`src/design/mcu_pkg.sv`:
```
/*
 * Shared widths, interrupt bit positions, power-control structs
 * and the power-domain sequencer states
 */
package mcu_pkg;

  localparam int NUM_BANKS = 8;
  localparam int NUM_FAST_INTR = 15;

  // core interrupt id of fast line 0
  localparam int FAST_IRQ_BASE = 16;

  // standard bits in the core vector
  localparam int IRQ_SOFTWARE_BIT = 3;
  localparam int IRQ_TIMER_BIT = 7;
  localparam int IRQ_EXTERNAL_BIT = 11;

  typedef logic [31:0] intr_t;

  // timer 1..3, dma done, spi, spi flash, 8 ao gpio, ext fast line
  typedef logic [NUM_FAST_INTR-1:0] fast_intr_t;

  typedef logic [4:0] irq_id_t;
  typedef logic [NUM_BANKS-1:0] bank_mask_t;

  // all fields active low
  typedef struct packed {
    logic pwrgate_en_n;
    logic isogate_en_n;
    logic rst_n;
    logic clkgate_en_n;
    logic retentive_en_n;
  } pwr_ctrl_out_t;

  typedef struct packed {
    logic pwrgate_ack_n;
  } pwr_ctrl_in_t;

  // domain fully on, nothing gated
  localparam pwr_ctrl_out_t PWR_CTRL_IDLE = '{default: 1'b1};

  typedef enum logic [3:0] {
    PWR_ON,
    PWR_CLK_OFF,
    PWR_ISO_ON,
    PWR_RST_ON,
    PWR_SW_OFF,
    PWR_OFF,
    PWR_SW_ON,
    PWR_RST_OFF,
    PWR_ISO_OFF,
    PWR_CLK_ON,
    PWR_RETAIN
  } pwr_state_e;

endpackage

```
`src/design/pwr_domain_fsm.sv`:
```
/*
 * Power sequencer for a single domain: clock gate, isolation,
 * reset and power switch, with optional retention parking
 */
module pwr_domain_fsm #(
  parameter bit RETENTION = 1'b0
) (
  input  logic                   clk_i,
  input  logic                   rst_i,
  input  logic                   want_on_i,
  input  logic                   ret_req_i,
  output mcu_pkg::pwr_ctrl_out_t pwr_o,
  input  mcu_pkg::pwr_ctrl_in_t  pwr_i
);

  import mcu_pkg::*;

  pwr_state_e    state_q;
  pwr_state_e    state_d;
  logic          ret_q;
  pwr_ctrl_out_t pwr_d;
  pwr_ctrl_out_t pwr_q;

  always_comb begin
    state_d = state_q;
    case (state_q)
      PWR_ON: begin
        if (!want_on_i) begin
          state_d = PWR_CLK_OFF;
        end
      end
      PWR_CLK_OFF: state_d = ret_q ? PWR_RETAIN : PWR_ISO_ON;
      PWR_ISO_ON:  state_d = PWR_RST_ON;
      PWR_RST_ON:  state_d = PWR_SW_OFF;
      PWR_SW_OFF: begin
        // switch reports open
        if (!pwr_i.pwrgate_ack_n) begin
          state_d = PWR_OFF;
        end
      end
      PWR_OFF: begin
        if (want_on_i) begin
          state_d = PWR_SW_ON;
        end
      end
      PWR_SW_ON: begin
        // switch reports closed
        if (pwr_i.pwrgate_ack_n) begin
          state_d = PWR_RST_OFF;
        end
      end
      PWR_RST_OFF: state_d = PWR_ISO_OFF;
      PWR_ISO_OFF: state_d = PWR_CLK_ON;
      PWR_CLK_ON:  state_d = PWR_ON;
      PWR_RETAIN: begin
        if (want_on_i) begin
          state_d = PWR_CLK_ON;
        end
      end
      default: state_d = PWR_ON;
    endcase
  end

  // control levels for the current state, registered below
  always_comb begin
    pwr_d = PWR_CTRL_IDLE;
    if (state_q != PWR_ON) begin
      pwr_d.clkgate_en_n = 1'b0;
    end
    if (state_q inside {PWR_ISO_ON, PWR_RST_ON, PWR_SW_OFF, PWR_OFF,
                        PWR_SW_ON, PWR_RST_OFF, PWR_ISO_OFF}) begin
      pwr_d.isogate_en_n = 1'b0;
    end
    if (state_q inside {PWR_RST_ON, PWR_SW_OFF, PWR_OFF, PWR_SW_ON, PWR_RST_OFF}) begin
      pwr_d.rst_n = 1'b0;
    end
    // switch closes again as soon as SW_ON is entered so the ack can follow
    if (state_q inside {PWR_SW_OFF, PWR_OFF}) begin
      pwr_d.pwrgate_en_n = 1'b0;
    end
    if (state_q == PWR_RETAIN) begin
      pwr_d.retentive_en_n = 1'b0;
    end
  end

  always_ff @(posedge clk_i) begin
    if (rst_i) begin
      state_q <= PWR_ON;
      ret_q   <= 1'b0;
      pwr_q   <= PWR_CTRL_IDLE;
      // domain held in reset with the rest of the chip
      pwr_q.rst_n <= 1'b0;
    end else begin
      state_q <= state_d;
      pwr_q   <= pwr_d;
      // retention choice taken once, when the off sequence starts
      if (state_q == PWR_ON && !want_on_i) begin
        ret_q <= RETENTION && ret_req_i;
      end
    end
  end

  assign pwr_o = pwr_q;

  // isolation must already be active when the switch opens
  a_iso_before_switch : assert property (
    @(posedge clk_i) disable iff (rst_i)
    $fell(pwr_o.pwrgate_en_n) |-> !pwr_o.isogate_en_n
  );

  // a retained bank keeps its supply
  a_retain_powered : assert property (
    @(posedge clk_i) disable iff (rst_i)
    !pwr_o.retentive_en_n |-> pwr_o.pwrgate_en_n && pwr_i.pwrgate_ack_n
  );

endmodule

```
`src/design/fast_irq_ctrl.sv`:
```
/*
 * Fast interrupt pending/enable logic and core interrupt vector
 */
module fast_irq_ctrl (
  input  logic                clk_i,
  input  logic                rst_i,
  input  mcu_pkg::fast_intr_t fast_src_i,
  input  mcu_pkg::fast_intr_t fast_en_i,
  input  logic                irq_software_i,
  input  logic                irq_external_i,
  input  logic                timer0_intr_i,
  input  logic                irq_ack_i,
  input  mcu_pkg::irq_id_t    irq_id_i,
  output mcu_pkg::intr_t      intr_o
);

  import mcu_pkg::*;

  fast_intr_t pending_q;
  fast_intr_t ack_clr;

  // decode ack id into a one-hot clear
  always_comb begin
    ack_clr = '0;
    if (irq_ack_i) begin
      for (int k = 0; k < NUM_FAST_INTR; k++) begin
        if (irq_id_i == irq_id_t'(FAST_IRQ_BASE + k)) begin
          ack_clr[k] = 1'b1;
        end
      end
    end
  end

  // a live source re-sets its bit, so set wins
  always_ff @(posedge clk_i) begin
    if (rst_i) begin
      pending_q <= '0;
    end else begin
      pending_q <= (pending_q & ~ack_clr) | fast_src_i;
    end
  end

  always_comb begin
    intr_o = '0;
    intr_o[IRQ_SOFTWARE_BIT] = irq_software_i;
    intr_o[IRQ_TIMER_BIT] = timer0_intr_i;
    intr_o[IRQ_EXTERNAL_BIT] = irq_external_i;
    intr_o[FAST_IRQ_BASE +: NUM_FAST_INTR] = pending_q & fast_en_i;
  end

  // top bit is reserved in the core vector
  a_no_bit31 : assert property (
    @(posedge clk_i) disable iff (rst_i)
    !intr_o[31]
  );

endmodule

```
`src/design/pwr_manager.sv`:
```
/*
 * Power manager: domain targets, CPU wake-up on interrupt,
 * per-domain sequencers and combined domain resets
 */
module pwr_manager (
  input  logic                                            clk_i,
  input  logic                                            rst_i,
  input  logic                                            debug_ndmreset_ni,
  input  logic                                            core_sleep_i,
  input  logic                                            cpu_pg_en_i,
  input  logic                                            periph_off_i,
  input  mcu_pkg::bank_mask_t                             bank_off_i,
  input  mcu_pkg::bank_mask_t                             bank_ret_i,
  input  mcu_pkg::intr_t                                  intr_i,
  output mcu_pkg::pwr_ctrl_out_t                          cpu_pwr_o,
  output mcu_pkg::pwr_ctrl_out_t                          periph_pwr_o,
  output mcu_pkg::pwr_ctrl_out_t [mcu_pkg::NUM_BANKS-1:0] bank_pwr_o,
  input  mcu_pkg::pwr_ctrl_in_t                           cpu_pwr_i,
  input  mcu_pkg::pwr_ctrl_in_t                           periph_pwr_i,
  input  mcu_pkg::pwr_ctrl_in_t  [mcu_pkg::NUM_BANKS-1:0] bank_pwr_i,
  output logic                                            cpu_rst_no,
  output logic                                            periph_rst_no
);

  import mcu_pkg::*;

  logic       cpu_want_on;
  logic       periph_want_on;
  bank_mask_t bank_want_on;

  // cpu may sleep gated only while nothing is pending
  assign cpu_want_on = !(core_sleep_i && cpu_pg_en_i && (intr_i == '0));
  assign periph_want_on = !periph_off_i;
  assign bank_want_on = ~bank_off_i;

  pwr_domain_fsm #(
    .RETENTION(1'b0)
  ) u_cpu_fsm (
    .clk_i,
    .rst_i,
    .want_on_i(cpu_want_on),
    .ret_req_i(1'b0),
    .pwr_o    (cpu_pwr_o),
    .pwr_i    (cpu_pwr_i)
  );

  pwr_domain_fsm #(
    .RETENTION(1'b0)
  ) u_periph_fsm (
    .clk_i,
    .rst_i,
    .want_on_i(periph_want_on),
    .ret_req_i(1'b0),
    .pwr_o    (periph_pwr_o),
    .pwr_i    (periph_pwr_i)
  );

  for (genvar k = 0; k < NUM_BANKS; k++) begin : g_bank
    pwr_domain_fsm #(
      .RETENTION(1'b1)
    ) u_bank_fsm (
      .clk_i,
      .rst_i,
      .want_on_i(bank_want_on[k]),
      .ret_req_i(bank_ret_i[k]),
      .pwr_o    (bank_pwr_o[k]),
      .pwr_i    (bank_pwr_i[k])
    );
  end

  // debug ndmreset resets both logic domains
  assign cpu_rst_no = cpu_pwr_o.rst_n & debug_ndmreset_ni;
  assign periph_rst_no = periph_pwr_o.rst_n & debug_ndmreset_ni;

endmodule

```
`src/design/mcu_ao_ctrl_top.sv`:
```
/*
 * Always-on control top: interrupt controller and power manager
 */
module mcu_ao_ctrl_top (
  input  logic                                            clk_i,
  input  logic                                            rst_i,
  input  logic                                            debug_ndmreset_ni,
  input  logic                                            core_sleep_i,
  input  logic                                            cpu_pg_en_i,
  input  logic                                            periph_off_i,
  input  mcu_pkg::bank_mask_t                             bank_off_i,
  input  mcu_pkg::bank_mask_t                             bank_ret_i,
  input  mcu_pkg::fast_intr_t                             fast_src_i,
  input  mcu_pkg::fast_intr_t                             fast_en_i,
  input  logic                                            irq_software_i,
  input  logic                                            irq_external_i,
  input  logic                                            timer0_intr_i,
  input  logic                                            irq_ack_i,
  input  mcu_pkg::irq_id_t                                irq_id_i,
  output mcu_pkg::intr_t                                  intr_o,
  output mcu_pkg::pwr_ctrl_out_t                          cpu_pwr_o,
  output mcu_pkg::pwr_ctrl_out_t                          periph_pwr_o,
  input  mcu_pkg::pwr_ctrl_in_t                           cpu_pwr_i,
  input  mcu_pkg::pwr_ctrl_in_t                           periph_pwr_i,
  output mcu_pkg::pwr_ctrl_out_t [mcu_pkg::NUM_BANKS-1:0] bank_pwr_o,
  input  mcu_pkg::pwr_ctrl_in_t  [mcu_pkg::NUM_BANKS-1:0] bank_pwr_i,
  output logic                                            cpu_rst_no,
  output logic                                            periph_rst_no
);

  import mcu_pkg::*;

  // core vector, also used as the cpu wake source
  intr_t core_intr;

  fast_irq_ctrl u_fast_irq_ctrl (
    .clk_i,
    .rst_i,
    .fast_src_i,
    .fast_en_i,
    .irq_software_i,
    .irq_external_i,
    .timer0_intr_i,
    .irq_ack_i,
    .irq_id_i,
    .intr_o(core_intr)
  );

  pwr_manager u_pwr_manager (
    .clk_i,
    .rst_i,
    .debug_ndmreset_ni,
    .core_sleep_i,
    .cpu_pg_en_i,
    .periph_off_i,
    .bank_off_i,
    .bank_ret_i,
    .intr_i(core_intr),
    .cpu_pwr_o,
    .periph_pwr_o,
    .bank_pwr_o,
    .cpu_pwr_i,
    .periph_pwr_i,
    .bank_pwr_i,
    .cpu_rst_no,
    .periph_rst_no
  );

  assign intr_o = core_intr;

endmodule

```
`config.mk`:
```
export PLATFORM = sky130hd
export DESIGN_NAME = mcu_ao_ctrl_top
export DESIGN_NICKNAME = d
export VERILOG_FILES = /design/src/design/mcu_pkg.sv /design/src/design/pwr_domain_fsm.sv /design/src/design/fast_irq_ctrl.sv /design/src/design/pwr_manager.sv /design/src/design/mcu_ao_ctrl_top.sv
export SDC_FILE = /design/constraint.sdc
export NUM_CORES = 1
export LEC_CHECK = 0
export BUFFER_PORTS_ARGS = -buffer_cell sky130_fd_sc_hd__buf_2
export CAP_MARGIN = 20
export CORE_ASPECT_RATIO = 0.6
export CORE_MARGIN = 1
export CORE_UTILIZATION = 51
export CTS_CLUSTER_SIZE = 30
export DETAILED_ROUTE_END_ITERATION = 7
export HOLD_SLACK_MARGIN = 0.1
export PLACE_DENSITY_LB_ADDON = 0.25
export REMOVE_ABC_BUFFERS = 1
export SLEW_MARGIN = 5
export SYNTH_ARGS = -nofsm -noshare
export SYNTH_HDL_FRONTEND = slang
export SYNTH_SLANG_ARGS = --single-unit
export TNS_END_PERCENT = 30
```
`constraint.sdc`:
```
create_clock -name clk_i -period 2.2 [get_ports clk_i]
set_clock_uncertainty 0.1 [all_clocks]
set_input_delay 0.33 -clock clk_i [delete_from_list [all_inputs] [get_ports clk_i]]
set_output_delay 0.33 -clock clk_i [all_outputs]
set_load 0.05 [all_outputs]
```
==> results.toml <==
[min_path]
hold_class = "input port to flip-flop"
min-delay-start = "rst_i"

[route]
drtAntennaViolNets = 0
drt-pass1-iter-count = 5
initialDrtViolationCount = 449
viasPerCell = 5.40
vias = 4949
wl_um = 12600
routedWlPerCell_um = 13.8
drc = 0

[clocking]
cts_sinks = 113
root_buffer = "clkbuf_16"
worstSkewPairLatency_ps = 410
cts_resized = 0
numCtsBuffers = 17
ctsHtreeMaxLevel = 4
clkSlewWorstSetupHoldPaths_ps = 60
cts_tree = "done"
clock_path_buffers = 2

[yosys]
synth_area_um2 = 5080
synth_seq_cells = 113
ys_top_cells_by_area = "dfxtp_1, a21oi_1, nor2_1, nand2_1, clkbuf_1"
syn_inst = 639
netlist.area_leader.share = 0.445
syn-mean-instance-area_um2 = 7.96
seq_area_frac_synth = 0.445
ys_types = 50
synth_async_sr_flop_share = 0
yosysWarningCount = 0
synth-edff-count = 0
yosysTopAreaCell = "dfxtp_1"
dominantRegCellSynth = "dfxtp_1"

[power]
p_leak_nw = 2.74
peakVddDrop_uv = 711
power_density_nw_per_um2 = 1040
p_comb_frac = 0.219
p_sw_mw = 2.20
swShare = 0.324
pwr-share-seq = 0.379
power.internal_mw = 4.59
p_clk_frac = 0.402

[finish]
final_cell_area_um2 = 6550
synthToLayoutAreaGrowth_pct = 28.9
drive_above_1_share = 0.236
fin_nets = 846
final_cell_mix = "buf_2, dfxtp_1, a21oi_1"
layout_commonest_cell = "buf_2"
multi_input_area_um2 = 2470
seq_area_um2 = 2260
insertedDiodeCount = 0
num-fill-cells = 781

[critical_path]
worstPathMaxFanout = 4
cp.required_ps = 2400
setup.worst_path.class = "flip-flop to flip-flop"
crit_path_start_kind = "flip-flop"
cp-startpoint = "u_fast_irq_ctrl.pending_q[1]"
end_kind = "flip-flop"
arrival_ps = 2110
worstReg2RegStart = "u_fast_irq_ctrl.pending_q[1]"

[grt]
grt_overflow_total = 0
grt_pass1_wl_um = 19900
antenna_found_initial = 0
grt_usage = 0.248
grt_pass1_vias = 4349
grt_max_degree = 48

[timing]
rsz0062_at_grt = "false"
period_share = 0.868
worst_pin_slew_ps = 504
clock.fmax_mhz = 524
finalSetupViolCount = 0
drv_slew = 0
setup_tns_ps = 0
fin_crit_ps = 1910
hold_viol = 0
timing.slew.headroom = 0.663

[placement]
gp_congestion = 0.850
placed_cell_area_um2 = 5740
io_buffers = 140
hpwl_um = 8320

[flow_run]
maxCapViolations = 0

[die]
core_um2 = 9430
die-area_um2 = 10400
die_h_um = 79.3
ios = 155
die_x_um = 131
initial_core_util = 0.539
rows = 27

[outcome]
status = "completed"
[repair_timing]
| item | 4_1_cts | 5_1_grt |
|---|---|---|
| buffers inserted | 0 | 0 |
| setup endpoints to repair | 0 | 0 |
| hold endpoints to repair | 23 | 0 |
| hold buffers | 23 | 0 |
[area by class of cell]
type,count,share of cell area
timing repair buffer,167,0.149
multi-input combinational,451,0.378
inverter,25,0.0143
clock buffer,21,0.0687
sequential,113,0.345
tap,130,0.0248
clock inverter,10,0.0208
[per-stage QoR]
step / util / worst slack (ps) / hold slack [ps] / std cells / total power, mW
floorplan: - / 168 / 295 / 589 / 3.63
global placement: 0.609 / 227 / 340 / 863 / 3.99
detailed placement: 0.609 / 200 / 352 / 863 / 4.04
CTS: 0.695 / 304 / 128 / 917 / 6.81
global route: 0.695 / 199 / 141 / 917 / 7.08
finish: 0.695 / 291 / 138 / 917 / 6.79
[power groups by stage]
stage / clock (mW) / combinational [mW] / sequential [mW]
after floorplan: 0 / 0.751 / 2.88
after global placement: 0 / 1.40 / 2.59
after detailed placement: 0 / 1.44 / 2.60
after CTS: 2.76 / 1.48 / 2.56
after global routing: 2.85 / 1.61 / 2.62
final: 2.73 / 1.49 / 2.58
[cell families (layout without fill, tap and decap cells)]
group                     Yosys count  count (layout)  share of synthesized area
AOI/OAI and AO/OA                 136             136                      0.158
muxes                               7               7                     0.0138
buffers and inverters              88             223                     0.0778
DFF                               113             113                      0.445
and+or+nand+nor                   284             284                      0.287
xor gates and xnor gates           10              10                     0.0172
other                               1              14                   0.000738
[cell usage after synthesis, types with 7 or more instances]
cell,instances
buf_4,17
inv_1,25
o21ai_0,23
xor2_1,7
nand2b_1,13
nor3_1,25
clkbuf_1,41
mux2i_1,7
nor3b_1,11
nor2_1,72
nand2_1,65
nand4_1,10
nand3_1,16
a21oi_1,73
o32ai_1,8
dfxtp_1,113
and2_1,19
and3_1,8
[per-layer routing]
metal  vias to the layer above  global-route usage  wire [um]
met5                         -                   0          0
met4                         0               0.122        215
met3                        27              0.0559        794
met2                       191               0.389       5770
met1                      2271               0.322       5850
li1                       2460                   -          -
[sequential cells by signal (all words and copies together) (netlist names)]
| name | cells |
|---|---|
| u_pwr_manager.u_periph_fsm.pwr_o | 5 |
| u_fast_irq_ctrl.pending_q | 15 |
| u_pwr_manager.g_bank.u_bank_fsm.pwr_o | 40 |
| u_pwr_manager.g_bank.u_bank_fsm.state_q | 32 |
| u_pwr_manager.u_cpu_fsm.pwr_o | 5 |
| u_pwr_manager.g_bank.u_bank_fsm.ret_q | 8 |
| u_pwr_manager.u_periph_fsm.state_q | 4 |
| u_pwr_manager.u_cpu_fsm.state_q | 4 |
[final timing paths]
| path | endpoint | slack [ps] | cells after the start |
|---|---|---|---|
| max reg2reg | u_pwr_manager.u_cpu_fsm.state_q[1] | 290 | 5 |
| min | u_pwr_manager.g_bank[1].u_bank_fsm.pwr_o[4] | 140 | 2 |
| max | u_pwr_manager.u_cpu_fsm.state_q[1] | 290 | 5 |
| min reg2reg | u_pwr_manager.g_bank[2].u_bank_fsm.ret_q | 360 | 2 |
[worst max-delay path, cell delays in order, from the launching register on]
cell     delay [ps]
dfxtp_1         310
and2_4          150
or4_4           550
nor4_4          400
a21oi_1         120
a21o_1          160
Note: power is estimated with default switching activity, not from simulation.
